File: src/rtl/calc_consts.svh
//*********************************************************************
// Sizing and completion row layout for the calculator back end.
// Rows are counted from EX1 (row 0); the commit row must be the last.
//*********************************************************************
`ifndef CALC_CONSTS_SVH
`define CALC_CONSTS_SVH

`define CALC_XLEN       32
`define CALC_NREGS      32
`define CALC_RADDR_W    5

// Completion pipe rows
`define CALC_ROWS       4
`define CALC_INT_ROW    1
`define CALC_MUL_ROW    2
`define CALC_COMMIT_ROW 3

`endif

File: src/rtl/calc_isa_pkg.sv
//*********************************************************************
// Instruction set seen by the issuer. The immediate is 12 bits and is
// sign-extended at dispatch; only ADDI reads it.
//*********************************************************************
`default_nettype none

`include "calc_consts.svh"

package calc_isa_pkg;

  typedef enum logic [3:0]
  {
    OP_NOP,
    OP_ADD,
    OP_SUB,
    OP_AND,
    OP_OR,
    OP_XOR,
    OP_SLL,
    OP_ADDI,
    OP_MUL
  } opcode_e;

  // Issued instruction as captured by the issue register
  typedef struct packed
  {
    opcode_e                  op;
    logic [`CALC_RADDR_W-1:0] rd;
    logic [`CALC_RADDR_W-1:0] rs1;
    logic [`CALC_RADDR_W-1:0] rs2;
    logic [11:0]              imm;
  } instr_s;

endpackage

`default_nettype wire

File: src/rtl/calc_pipe_pkg.sv
//*********************************************************************
// Records carried between dispatch, the execution pipes and the
// completion rows. Depends on calc_isa_pkg for the opcode type.
//*********************************************************************
`default_nettype none

`include "calc_consts.svh"

package calc_pipe_pkg;

  // Decoder output
  typedef struct packed
  {
    logic                  v;
    logic                  pipe_int_v;
    logic                  pipe_mul_v;
    logic                  irf_w_v;
    calc_isa_pkg::opcode_e op;
  } decode_s;

  // Operands are already bypassed, imm already extended
  typedef struct packed
  {
    decode_s                  decode;
    logic [`CALC_RADDR_W-1:0] rd;
    logic [`CALC_XLEN-1:0]    rs1;
    logic [`CALC_XLEN-1:0]    rs2;
    logic [`CALC_XLEN-1:0]    imm;
  } dispatch_pkt_s;

  // Travels down the completion rows beside the data
  typedef struct packed
  {
    logic                     v;
    logic                     pipe_int_v;
    logic                     pipe_mul_v;
    logic                     irf_w_v;
    logic [`CALC_RADDR_W-1:0] rd;
    logic                     poison_v;
  } stage_s;

  typedef struct packed
  {
    logic [`CALC_RADDR_W-1:0] rd;
    logic [`CALC_XLEN-1:0]    data;
  } commit_s;

endpackage

`default_nettype wire

File: src/rtl/calc_completion.sv
//*********************************************************************
// Completion rows 1 to 3. Records and data shift one row per cycle,
// pipe results are merged at their fixed rows, and the last row
// commits. Poisoned records travel on but never write or forward.
//*********************************************************************
`timescale 1ns/1ps
`default_nettype none

`include "calc_consts.svh"

module calc_completion
(
  input  wire logic                                     clk_i,
  input  wire logic                                     rst_n_i,
  input  wire calc_pipe_pkg::stage_s                    ex1_stage_i,
  input  wire logic                                     poison_ex1_i,
  input  wire logic [`CALC_XLEN-1:0]                    int_data_i,
  input  wire logic [`CALC_XLEN-1:0]                    mul_data_i,
  output logic [`CALC_ROWS-1:1]                         fwd_v_o,
  output logic [`CALC_ROWS-1:1][`CALC_RADDR_W-1:0]      fwd_rd_o,
  output logic [`CALC_ROWS-1:1][`CALC_XLEN-1:0]         fwd_data_o,
  output logic                                          wr_v_o,
  output logic [`CALC_RADDR_W-1:0]                      wr_addr_o,
  output logic [`CALC_XLEN-1:0]                         wr_data_o,
  output logic                                          commit_v_o,
  output calc_pipe_pkg::commit_s                        commit_o
);

  calc_pipe_pkg::stage_s [`CALC_ROWS-1:1]                 stage_r;
  calc_pipe_pkg::stage_s [`CALC_ROWS-1:1]                 stage_n;
  logic                  [`CALC_ROWS-1:1][`CALC_XLEN-1:0] data_r;
  logic                  [`CALC_ROWS-1:1][`CALC_XLEN-1:0] data_n;

  always_comb
  begin
    // Record leaving EX1 picks up the late poison
    stage_n[1]          = ex1_stage_i;
    stage_n[1].poison_v = ex1_stage_i.poison_v | poison_ex1_i;
    data_n[1]           = '0;
    for (int r = 2; r < `CALC_ROWS; r++)
    begin
      stage_n[r] = stage_r[r-1];
      data_n[r]  = data_r[r-1];
    end

    // At most one pipe finishes per cycle
    if (stage_n[`CALC_INT_ROW].pipe_int_v)
      data_n[`CALC_INT_ROW] = int_data_i;
    if (stage_n[`CALC_MUL_ROW].pipe_mul_v)
      data_n[`CALC_MUL_ROW] = mul_data_i;

    // Forwarding slices see what each row will hold next cycle
    for (int r = 1; r < `CALC_ROWS; r++)
    begin
      fwd_v_o[r]    = stage_n[r].irf_w_v & ~stage_n[r].poison_v;
      fwd_rd_o[r]   = stage_n[r].rd;
      fwd_data_o[r] = data_n[r];
    end
  end

  always_ff @(posedge clk_i or negedge rst_n_i)
  begin
    if (!rst_n_i)
    begin
      stage_r <= '0;
      data_r  <= '0;
    end
    else
    begin
      stage_r <= stage_n;
      data_r  <= data_n;
    end
  end

  // Commit row
  assign commit_v_o    = stage_r[`CALC_COMMIT_ROW].v & ~stage_r[`CALC_COMMIT_ROW].poison_v;
  assign commit_o.rd   = stage_r[`CALC_COMMIT_ROW].rd;
  assign commit_o.data = data_r[`CALC_COMMIT_ROW];

  assign wr_v_o    = stage_r[`CALC_COMMIT_ROW].irf_w_v & ~stage_r[`CALC_COMMIT_ROW].poison_v;
  assign wr_addr_o = stage_r[`CALC_COMMIT_ROW].rd;
  assign wr_data_o = data_r[`CALC_COMMIT_ROW];

endmodule

`default_nettype wire

File: src/rtl/calc_dispatch.sv
//*********************************************************************
// Issue register, decode and operand bypass. Dispatches every cycle
// with no stall; a multiply result is only correct for consumers
// issued two or more cycles after the multiply.
//*********************************************************************
`timescale 1ns/1ps
`default_nettype none

`include "calc_consts.svh"

module calc_dispatch
(
  input  wire logic                                          clk_i,
  input  wire logic                                          rst_n_i,
  input  wire logic                                          issue_v_i,
  input  wire calc_isa_pkg::instr_s                          issue_pkt_i,
  input  wire logic [`CALC_XLEN-1:0]                         rs1_data_i,
  input  wire logic [`CALC_XLEN-1:0]                         rs2_data_i,
  input  wire logic [`CALC_ROWS-1:1]                         fwd_v_i,
  input  wire logic [`CALC_ROWS-1:1][`CALC_RADDR_W-1:0]      fwd_rd_i,
  input  wire logic [`CALC_ROWS-1:1][`CALC_XLEN-1:0]         fwd_data_i,
  input  wire logic                                          poison_isd_i,
  output calc_pipe_pkg::dispatch_pkt_s                       dispatch_pkt_o,
  output calc_pipe_pkg::stage_s                              ex1_stage_o
);

  logic                         issue_v_r;
  calc_isa_pkg::instr_s         issue_pkt_r;
  calc_pipe_pkg::decode_s       decode;
  calc_pipe_pkg::dispatch_pkt_s dispatch_pkt;
  calc_pipe_pkg::dispatch_pkt_s dispatch_pkt_r;
  calc_pipe_pkg::stage_s        ex1_stage;
  calc_pipe_pkg::stage_s        ex1_stage_r;

  // Oldest row first so that row 1 ends up winning
  function automatic logic [`CALC_XLEN-1:0] bypass(input logic [`CALC_RADDR_W-1:0] addr,
                                                   input logic [`CALC_XLEN-1:0] rf_data);
    logic [`CALC_XLEN-1:0] value;
    value = rf_data;
    for (int r = `CALC_ROWS - 1; r >= 1; r--)
    begin
      if (fwd_v_i[r] && (fwd_rd_i[r] == addr))
        value = fwd_data_i[r];
    end
    return value;
  endfunction

  always_ff @(posedge clk_i or negedge rst_n_i)
  begin
    if (!rst_n_i)
      issue_v_r <= 1'b0;
    else
      issue_v_r <= issue_v_i;
  end

  always_ff @(posedge clk_i)
  begin
    issue_pkt_r <= issue_pkt_i;
  end

  // Decode
  always_comb
  begin
    decode    = '0;
    decode.v  = issue_v_r;
    decode.op = issue_pkt_r.op;
    case (issue_pkt_r.op)
      calc_isa_pkg::OP_ADD, calc_isa_pkg::OP_SUB, calc_isa_pkg::OP_AND,
      calc_isa_pkg::OP_OR, calc_isa_pkg::OP_XOR, calc_isa_pkg::OP_SLL,
      calc_isa_pkg::OP_ADDI:
        decode.pipe_int_v = issue_v_r;
      calc_isa_pkg::OP_MUL:
        decode.pipe_mul_v = issue_v_r;
      default:
        decode.pipe_int_v = 1'b0;
    endcase
    // x0 is never a destination
    decode.irf_w_v = (decode.pipe_int_v | decode.pipe_mul_v) & (issue_pkt_r.rd != '0);
  end

  always_comb
  begin
    dispatch_pkt.decode = decode;
    dispatch_pkt.rd     = issue_pkt_r.rd;
    dispatch_pkt.rs1    = bypass(issue_pkt_r.rs1, rs1_data_i);
    dispatch_pkt.rs2    = bypass(issue_pkt_r.rs2, rs2_data_i);
    dispatch_pkt.imm    = {{(`CALC_XLEN - 12){issue_pkt_r.imm[11]}}, issue_pkt_r.imm};

    ex1_stage.v          = decode.v;
    ex1_stage.pipe_int_v = decode.pipe_int_v;
    ex1_stage.pipe_mul_v = decode.pipe_mul_v;
    ex1_stage.irf_w_v    = decode.irf_w_v;
    ex1_stage.rd         = issue_pkt_r.rd;
    ex1_stage.poison_v   = poison_isd_i;
  end

  // ISD to EX1
  always_ff @(posedge clk_i or negedge rst_n_i)
  begin
    if (!rst_n_i)
    begin
      dispatch_pkt_r <= '0;
      ex1_stage_r    <= '0;
    end
    else
    begin
      dispatch_pkt_r <= dispatch_pkt;
      ex1_stage_r    <= ex1_stage;
    end
  end

  assign dispatch_pkt_o = dispatch_pkt_r;
  assign ex1_stage_o    = ex1_stage_r;

endmodule

`default_nettype wire

File: src/rtl/calc_exe.sv
//*********************************************************************
// Execution pipes. The integer result is combinational in EX1; the
// multiply keeps the low word of the product and is valid one cycle
// later, in time for the row 2 capture.
//*********************************************************************
`timescale 1ns/1ps
`default_nettype none

`include "calc_consts.svh"

module calc_exe
(
  input  wire logic                         clk_i,
  input  wire logic                         rst_n_i,
  input  wire calc_pipe_pkg::dispatch_pkt_s dispatch_pkt_i,
  output logic [`CALC_XLEN-1:0]             int_data_o,
  output logic [`CALC_XLEN-1:0]             mul_data_o
);

  logic [`CALC_XLEN-1:0] rs1;
  logic [`CALC_XLEN-1:0] rs2;
  logic [`CALC_XLEN-1:0] mul_lo;
  logic [`CALC_XLEN-1:0] mul_r;

  assign rs1 = dispatch_pkt_i.rs1;
  assign rs2 = dispatch_pkt_i.rs2;

  // Integer ALU
  always_comb
  begin
    case (dispatch_pkt_i.decode.op)
      calc_isa_pkg::OP_ADD:  int_data_o = rs1 + rs2;
      calc_isa_pkg::OP_SUB:  int_data_o = rs1 - rs2;
      calc_isa_pkg::OP_AND:  int_data_o = rs1 & rs2;
      calc_isa_pkg::OP_OR:   int_data_o = rs1 | rs2;
      calc_isa_pkg::OP_XOR:  int_data_o = rs1 ^ rs2;
      calc_isa_pkg::OP_SLL:  int_data_o = rs1 << rs2[4:0];
      calc_isa_pkg::OP_ADDI: int_data_o = rs1 + dispatch_pkt_i.imm;
      default:               int_data_o = '0;
    endcase
  end

  // Low word only
  assign mul_lo = rs1 * rs2;

  always_ff @(posedge clk_i or negedge rst_n_i)
  begin
    if (!rst_n_i)
      mul_r <= '0;
    else if (dispatch_pkt_i.decode.pipe_mul_v)
      mul_r <= mul_lo;
  end

  assign mul_data_o = mul_r;

endmodule

`default_nettype wire

File: src/rtl/calc_regfile.sv
//*********************************************************************
// Integer register file. Read addresses are sampled at the issue edge;
// the port being written in the current cycle is bypassed to the read
// data. Register 0 reads zero and ignores writes.
//*********************************************************************
`timescale 1ns/1ps
`default_nettype none

`include "calc_consts.svh"

module calc_regfile
(
  input  wire logic                     clk_i,
  input  wire logic                     rst_n_i,
  input  wire logic [`CALC_RADDR_W-1:0] rs1_addr_i,
  input  wire logic [`CALC_RADDR_W-1:0] rs2_addr_i,
  output logic      [`CALC_XLEN-1:0]    rs1_data_o,
  output logic      [`CALC_XLEN-1:0]    rs2_data_o,
  input  wire logic                     wr_v_i,
  input  wire logic [`CALC_RADDR_W-1:0] wr_addr_i,
  input  wire logic [`CALC_XLEN-1:0]    wr_data_i
);

  logic [`CALC_NREGS-1:0][`CALC_XLEN-1:0] regs_r;
  logic [`CALC_RADDR_W-1:0]               rs1_addr_r;
  logic [`CALC_RADDR_W-1:0]               rs2_addr_r;

  // Write-first read of one port
  function automatic logic [`CALC_XLEN-1:0] read_word(input logic [`CALC_RADDR_W-1:0] addr);
    logic [`CALC_XLEN-1:0] word;
    word = regs_r[addr];
    if (wr_v_i && (wr_addr_i == addr))
      word = wr_data_i;
    if (addr == '0)
      word = '0;
    return word;
  endfunction

  always_ff @(posedge clk_i or negedge rst_n_i)
  begin
    if (!rst_n_i)
    begin
      regs_r     <= '0;
      rs1_addr_r <= '0;
      rs2_addr_r <= '0;
    end
    else
    begin
      rs1_addr_r <= rs1_addr_i;
      rs2_addr_r <= rs2_addr_i;
      if (wr_v_i && (wr_addr_i != '0))
        regs_r[wr_addr_i] <= wr_data_i;
    end
  end

  always_comb
  begin
    rs1_data_o = read_word(rs1_addr_r);
    rs2_data_o = read_word(rs2_addr_r);
  end

endmodule

`default_nettype wire

File: src/rtl/calc_top.sv
//*********************************************************************
// Calculator back end. No back-pressure: one instruction may issue
// per cycle and each commits four cycles after its issue edge.
//*********************************************************************
`timescale 1ns/1ps
`default_nettype none

`include "calc_consts.svh"

module calc_top
(
  input  wire logic                 clk_i,
  input  wire logic                 rst_n_i,
  input  wire logic                 issue_v_i,
  input  wire calc_isa_pkg::instr_s issue_pkt_i,
  input  wire logic                 poison_isd_i,
  input  wire logic                 poison_ex1_i,
  output logic                      commit_v_o,
  output calc_pipe_pkg::commit_s    commit_o
);

  logic [`CALC_XLEN-1:0]                    rs1_data;
  logic [`CALC_XLEN-1:0]                    rs2_data;
  logic [`CALC_ROWS-1:1]                    fwd_v;
  logic [`CALC_ROWS-1:1][`CALC_RADDR_W-1:0] fwd_rd;
  logic [`CALC_ROWS-1:1][`CALC_XLEN-1:0]    fwd_data;
  logic                                     wr_v;
  logic [`CALC_RADDR_W-1:0]                 wr_addr;
  logic [`CALC_XLEN-1:0]                    wr_data;
  logic [`CALC_XLEN-1:0]                    int_data;
  logic [`CALC_XLEN-1:0]                    mul_data;
  calc_pipe_pkg::dispatch_pkt_s             dispatch_pkt;
  calc_pipe_pkg::stage_s                    ex1_stage;

  calc_regfile regfile_i
  (
    .clk_i      (clk_i),
    .rst_n_i    (rst_n_i),
    .rs1_addr_i (issue_pkt_i.rs1),
    .rs2_addr_i (issue_pkt_i.rs2),
    .rs1_data_o (rs1_data),
    .rs2_data_o (rs2_data),
    .wr_v_i     (wr_v),
    .wr_addr_i  (wr_addr),
    .wr_data_i  (wr_data)
  );

  calc_dispatch dispatch_i
  (
    .clk_i          (clk_i),
    .rst_n_i        (rst_n_i),
    .issue_v_i      (issue_v_i),
    .issue_pkt_i    (issue_pkt_i),
    .rs1_data_i     (rs1_data),
    .rs2_data_i     (rs2_data),
    .fwd_v_i        (fwd_v),
    .fwd_rd_i       (fwd_rd),
    .fwd_data_i     (fwd_data),
    .poison_isd_i   (poison_isd_i),
    .dispatch_pkt_o (dispatch_pkt),
    .ex1_stage_o    (ex1_stage)
  );

  calc_exe exe_i
  (
    .clk_i          (clk_i),
    .rst_n_i        (rst_n_i),
    .dispatch_pkt_i (dispatch_pkt),
    .int_data_o     (int_data),
    .mul_data_o     (mul_data)
  );

  calc_completion completion_i
  (
    .clk_i        (clk_i),
    .rst_n_i      (rst_n_i),
    .ex1_stage_i  (ex1_stage),
    .poison_ex1_i (poison_ex1_i),
    .int_data_i   (int_data),
    .mul_data_i   (mul_data),
    .fwd_v_o      (fwd_v),
    .fwd_rd_o     (fwd_rd),
    .fwd_data_o   (fwd_data),
    .wr_v_o       (wr_v),
    .wr_addr_o    (wr_addr),
    .wr_data_o    (wr_data),
    .commit_v_o   (commit_v_o),
    .commit_o     (commit_o)
  );

endmodule

`default_nettype wire

File: config.mk
export PLATFORM = sky130hd
export DESIGN_NAME = calc_top
export DESIGN_NICKNAME = d
export VERILOG_FILES = /design/src/rtl/calc_isa_pkg.sv /design/src/rtl/calc_pipe_pkg.sv /design/src/rtl/calc_completion.sv /design/src/rtl/calc_dispatch.sv /design/src/rtl/calc_exe.sv /design/src/rtl/calc_regfile.sv /design/src/rtl/calc_top.sv
export VERILOG_INCLUDE_DIRS = /design/src /design/src/rtl
export SDC_FILE = /design/constraint.sdc
export NUM_CORES = 2
export LEC_CHECK = 0
export ABC_AREA = 1
export BUFFER_PORTS_ARGS = -buffer_cell sky130_fd_sc_hd__buf_2
export CAP_MARGIN = 20
export CORE_ASPECT_RATIO = 0.9
export CORE_MARGIN = 4
export CORE_UTILIZATION = 25
export DETAILED_ROUTE_END_ITERATION = 12
export PLACE_DENSITY = 0.44
export SETUP_SLACK_MARGIN = 0.02
export SLEW_MARGIN = 10
export SYNTH_ARGS = -nofsm -noshare
export SYNTH_HDL_FRONTEND = slang
export SYNTH_SLANG_ARGS = --single-unit
File: constraint.sdc
create_clock -name clk_i -period 14.6 [get_ports clk_i]
set_input_delay 0.73 -clock clk_i [delete_from_list [all_inputs] [get_ports clk_i]]
set_output_delay 0.73 -clock clk_i [all_outputs]
set_load 0.02 [all_outputs]
---- Word level (Yosys, flattened, before mapping) ----
Cells that the tools add are included.
cells by class
  add/sub/neg operators ................... 3
  $mul .................................... 1
  magnitude comparators ................... 4
  eq/ne operators ......................... 23
  shifts and indexed selects .............. 1
  mux-type cells .......................... 22
  bitwise operators ....................... 15
  reduce and logical (&&, ||, !) cells .... 15
operators with widths
  cell                  count
  $bwmux W1024          1
  $mux W32              15
  $bmux W32 S5          2
  $pmux W32 S7          1
  $demux W32 S5         1
  $add A32 B32 Y32      2
  $eq A5 B5 Y1          8
  $and A32 B32 Y32      1
  $eq A4 B3 Y1 const B  8
  $mul A32 B32 Y32      1
  $or A32 B32 Y32       1
  $shl A32 B5 Y32       1
  $sub A32 B32 Y32      1
  $xor A32 B32 Y32      1
  $lt A5 B6 Y1 const B  3
  $eq A4 B2 Y1 const B  4
  $logic_and A1 B1 Y1   10
  $logic_not A5 Y1      2
  $reduce_bool A5 Y1    2
  $eq A4 B1 Y1 const B  2
  $reduce_or A7 Y1      1
  $and A1 B1 Y1         6
  $ge A5 B1 Y1 const B  1
  $eq A4 B4 Y1 const B  1
  3 further kinds       8
storage, ports and cells
  register bits after elaboration ......... 1,309
  input port bits ......................... 36
  logic and storage cells ................. 151

---- Longest topological paths before layout ----
  word-level depth ........................ 8
  mapped depth ............................ 35

---- Hierarchy ----
Synthesis repeated with hierarchy kept, for this count alone.
second synthesis, totals
  cell total of the unflattened synthesis .. 13,638
  area total of the unflattened synthesis .. 94,779.7 µm²
modules (own cells, without submodules)
  module           instances  cells each  area each (µm²)  sequential area each (µm²)
  calc_regfile     1          8,852       59,759.8         25,874.8
  calc_exe         1          3,507       24,128.1         800.8
  calc_dispatch    1          853         6,152.2          2,897.8
  calc_completion  1          426         4,739.5          3,027.9

---- Worst setup path after synthesis ----
Ideal clock, no wire load.
  kind .................................... reg-to-reg
  start point ............................. register dispatch_i.dispatch_pkt_r (netlist bit dispatch_i.dispatch_pkt_o[34])
  end point ............................... register exe_i.mul_r[26] (netlist: exe_i.mul_data_o[26])
  setup time .............................. 82 ps
  arrival ................................. 6,976 ps
  required time ........................... 14,518 ps
  path slack .............................. 7,542 ps
  stages on the path, launching flop included .. 30
  buffers on the path ..................... 5
  period minus slack after synthesis ...... 7,058 ps
  cells stage by stage .................... dfrtp_1 buf_2 clkbuf_1 buf_2 buf_2 buf_1 nand2_1 fa_1 fa_1 fa_1 fa_1 inv_1 fa_1 inv_1 fa_1 fa_1 fa_1 inv_1 ha_1 nand2_1 inv_1 nand2_1 nor2_1 nand4_1 nand3_1 nand2_1 nand2_1 inv_1 or2_2 a31oi_1
on the way
  word-level cells in the longest chain between the ends .. 1
ends and longest elaborated chain
  what                      line                  source
  start: declaration        calc_dispatch.sv:31   calc_pipe_pkg::dispatch_pkt_s dispatch_pkt_r;
  start signal: assignment  calc_dispatch.sv:107  dispatch_pkt_r <= dispatch_pkt;
  $mul A32 B32 Y32          calc_exe.sv:44        assign mul_lo = rs1 * rs2;
  end signal: assignment    calc_exe.sv:51        mul_r <= mul_lo;
  end: declaration          calc_exe.sv:23        logic [`CALC_XLEN-1:0] mul_r;
Every way passes these cells.
A chain may end at the register's enable or synchronous reset.

---- Worst setup path in the final report ----
  start point ............................. register dispatch_i.dispatch_pkt_r (netlist bit dispatch_i.dispatch_pkt_o[80])
  end point ............................... register exe_i.mul_r[28] (netlist: exe_i.mul_data_o[28])
The elaborated chain is that of the path after synthesis.

==> flow_summary.json <==
{
  "outcome": "finished clean",
  "worst-path-max-fanout": 19,
  "slowest_delay_ps": 1060,
  "post-route-period-util": 0.500,
  "grt_pass1_wl_um": 586000,
  "netlist_area_mm2": 0.0894,
  "ys_warn_count": 0,
  "cp_data_arrival_time_ps": 8040,
  "floorplan.io_pins": 74,
  "crit_top_cell": "sky130_fd_sc_hd__fa_1",
  "netlist-cell-type-count": 69,
  "numnets_final": 12200,
  "worst-endpoint-required_ps": 15330,
  "cts.hold.buffers_added": 31,
  "startpoint": "dispatch_i.dispatch_pkt_o[80]",
  "timing.critical_path.slowest_stage_cell": "sky130_fd_sc_hd__dfrtp_1",
  "fmaxAchievable_ghz": 0.137,
  "worst-slew-pin-transition_ps": 1090,
  "fp.coreArea_mm2": 0.356,
  "critical_path.reg2reg.startpoint": "dispatch_i.dispatch_pkt_o[80]",
  "max_slew_margin": 0.271,
  "finished_cell_area_mm2": 0.0988,
  "period_minus_ws_final_ps": 7310,
  "wire_per_inst_um": 24.8,
  "number_of_cells_on_the_worst_hold_path": 1,
  "post_cts_resized": 0,
  "synthCells": 12000,
  "avgSynthCellArea_um2": 7.45,
  "cts-root-buf": "sky130_fd_sc_hd__clkbuf_16",
  "final.setup_skew_ps": 54.3,
  "timing.hold.worst.class": "in2reg",
  "grt_antenna_before_repair": 12,
  "insertion_delay_ps": 850,
  "ys_async_sr_fraction": 0.976,
  "synthesis.nets": 12700,
  "via_count_of_the_first_global_routing_pass": 78600,
  "fillers": 39000,
  "global_route.usage.total": 0.215,
  "worst-r2r-cell-count": 28,
  "dominantRegCellSynth": "sky130_fd_sc_hd__dfrtp_1",
  "max-clock-path-buffers": 4,
  "timing.hold.worst_endpoint": "regfile_i.rs1_addr_r[3]",
  "clock_tree_from_tritoncts": "yes",
  "dp.final_hpwl_um": 257000,
  "finalWirelength_um": 405000,
  "cts.htree.levels": 4,
  "totalNegativeSetupSlack_ps": 0,
  "drt_first_iter_violations": 9339,
  "route.antenna.remaining_nets": 0,
  "firstDrtPassIters": 6,
  "gp_routability_congestion": 0.996,
  "reg2reg_slack_ps": 7290,
  "synth_sequential_area_ratio": 0.365,
  "die_x_um": 638,
  "power.density_mw_per_mm2": 201,
  "rsz0062_at_grt": "no",
  "cts_inserted_buffers": 162,
  "num_vias": 82100,
  "endpoint_of_the_lowest_slack_register_to_register_path": "exe_i.mul_data_o[28]",
  "routed_via_density": 5.02,
  "grt_max_degree": 188,
  "critPathKind": "reg2reg",
  "fraction_of_layout_instances_using_a_drive_strength_above_1": 0.0579,
  "clk_slew_on_worst_s_h_paths_ps": 70,
  "worst_setup_sp_type": "flop",
  "ir_drop_mv": 0.579,
  "power.static_leakage_nw": 44.8,
  "post_dp_cell_area_mm2": 0.0933,
  "synth-edff-count": 0,
  "min_from": "issue_pkt_i[20]",
  "postSynthRegisterBits": 1309,
  "die_y_um": 575,
  "initial_utilization": 0.251,
  "placement_rows": 208,
  "end_kind": "flop",
  "placement.io_buffers": 73,
  "cts.sinks": 1309,
  "grt_overflow": 0,
  "die_area_mm2": 0.367,
  "syn_to_layout_area_delta_pct": 10.6,
  "hold_viol": 0,
  "report.final.slew_viol_count": 0,
  "setup_viol_count_final": 0,
  "cap_violations": 0,
  "cts_setup_buffers": 0,
  "post-route-util": 0.277,
  "remaining_drc_errors": 0
}
[power by group]
group          switching, W  leakage, nW  total (W)  internal, W
Combinational       0.00760         24.5     0.0119      0.00427
Sequential         0.000204         17.8    0.00394      0.00374
Clock               0.00174         2.49    0.00403      0.00229
[placed cells by master (no fill, tap or decap), types with 32 or more instances in the layout]
cell type	count
sky130_fd_sc_hd__a21oi_1	590
sky130_fd_sc_hd__buf_2	72
sky130_fd_sc_hd__buf_4	188
sky130_fd_sc_hd__clkbuf_1	41
sky130_fd_sc_hd__clkbuf_16	164
sky130_fd_sc_hd__clkbuf_8	32
sky130_fd_sc_hd__dfrtp_1	1263
sky130_fd_sc_hd__fa_1	409
sky130_fd_sc_hd__ha_1	220
sky130_fd_sc_hd__inv_1	1366
sky130_fd_sc_hd__nand2_1	3279
sky130_fd_sc_hd__nand3_1	706
sky130_fd_sc_hd__nand4_1	48
sky130_fd_sc_hd__nor2_1	410
sky130_fd_sc_hd__o2111ai_1	195
sky130_fd_sc_hd__o211ai_1	242
sky130_fd_sc_hd__o21ai_0	1749
sky130_fd_sc_hd__o21ai_1	56
[cells by family after synthesis]
| family | after synthesis | share of synthesized area |
|---|---|---|
| simple gates | 4583 | 0.208 |
| compound gates | 3044 | 0.192 |
| buf+inv | 2388 | 0.108 |
| flops | 1309 | 0.365 |
| fa+ha+maj | 629 | 0.122 |
| xor+xnor | 41 | 0.00402 |
| mux | 5 | 0.000560 |
[flip-flops by register name, summed over array words and instances, names as in the netlist, 5 cells and up]
signal                     flops
dispatch_i.ex1_stage_o         9
dispatch_i.issue_pkt_r        10
regfile_i.rs1_addr_r           5
completion_i.wr_data_o        32
dispatch_i.dispatch_pkt       17
exe_i.mul_data_o              32
regfile_i.regs_r            1024
completion_i.fwd_data_o       32
dispatch_i.dispatch_pkt_o     81
regfile_i.rs2_addr_r           5
completion_i.fwd_rd_o         10
completion_i.data_r           32
completion_i.wr_addr_o         5
completion_i.stage_n           7
[worst max-delay path: cells and delay by family (launching register included)]
kind                       cells  cell delay, ps
buffers and inverters          7             490
and+or+nand+nor                9            1040
DFF                            1            1060
AOI/OAI and AO/OA              3             360
adders and majority gates      9            4230
[how the worst max path moves through the flow]
| stage | cells past startpoint | to | slack, ps |
|---|---|---|---|
| global placement | 24 | exe_i.mul_data_o[31] | 7150 |
| floorplan | 29 | exe_i.mul_data_o[26] | 7540 |
| global route | 28 | exe_i.mul_data_o[28] | 6920 |
| detailed placement | 28 | exe_i.mul_data_o[28] | 7420 |
| CTS | 28 | exe_i.mul_data_o[28] | 7370 |
| finish | 28 | exe_i.mul_data_o[28] | 7290 |
[per-stage QoR]
stage	hold WS, ps	std cells	power [W]	setup slack [ps]
after floorplan	316	12000	0.0121	7540
after global placement	318	16000	0.0159	7150
after detailed placement	320	16000	0.0158	7420
after CTS	17.8	16300	0.0199	7370
after global routing	33.4	16300	0.0216	6920
final	90.7	16300	0.0198	7290
[routing by layer]
metal,up-vias,share of wire,global-route usage
li1,37900,-,-
met4,2,0.032,0.0640
met1,40800,0.46,0.311
met5,-,0.000020,0
met2,2899,0.44,0.333
met3,494,0.064,0.0288
[synthesized netlist by cell type (all sizes together) (4+ instances only)]
master | n | area [um2]
a211oi | 17 | 133
a21boi | 6 | 45.0
a21o | 6 | 45.0
a21oi | 605 | 3080
a221oi | 17 | 149
a22oi | 19 | 148
a311oi | 10 | 93.8
a31oi | 31 | 213
and2 | 7 | 43.8
buf | 456 | 2400
clkbuf | 532 | 2000
clkinv | 4 | 15.0
dfrtp | 1278 | 32000
dfxtp | 31 | 621
fa | 409 | 8190
ha | 220 | 2750
inv | 1396 | 5240
mux2i | 5 | 50.1
nand2 | 3310 | 12400
nand3 | 714 | 3590
nand3b | 11 | 82.6
nand4 | 48 | 300
nor2 | 425 | 1680
nor3 | 25 | 165
nor4 | 14 | 100
o2111ai | 195 | 1710
o211ai | 244 | 1840
o21a | 17 | 128
o21ai | 1809 | 9070
o21bai | 28 | 210
o221ai | 13 | 114
o22ai | 10 | 62.6
or2 | 24 | 150
xnor2 | 17 | 149
xor2 | 24 | 210
[area by class of cell]
class / count / area [um2] / area share
multi-input combinational: 8302 / 47400 / 0.480
sequential: 1309 / 32600 / 0.330
tap: 4725 / 5910 / 0.0598
inverter: 1400 / 5280 / 0.0534
clock buffer: 237 / 4700 / 0.0475
timing repair buffer: 312 / 2520 / 0.0255
clock inverter: 38 / 339 / 0.00343
antenna: 16 / 40.0 / 0.000405
Note: power is estimated with default switching activity, not from simulation.
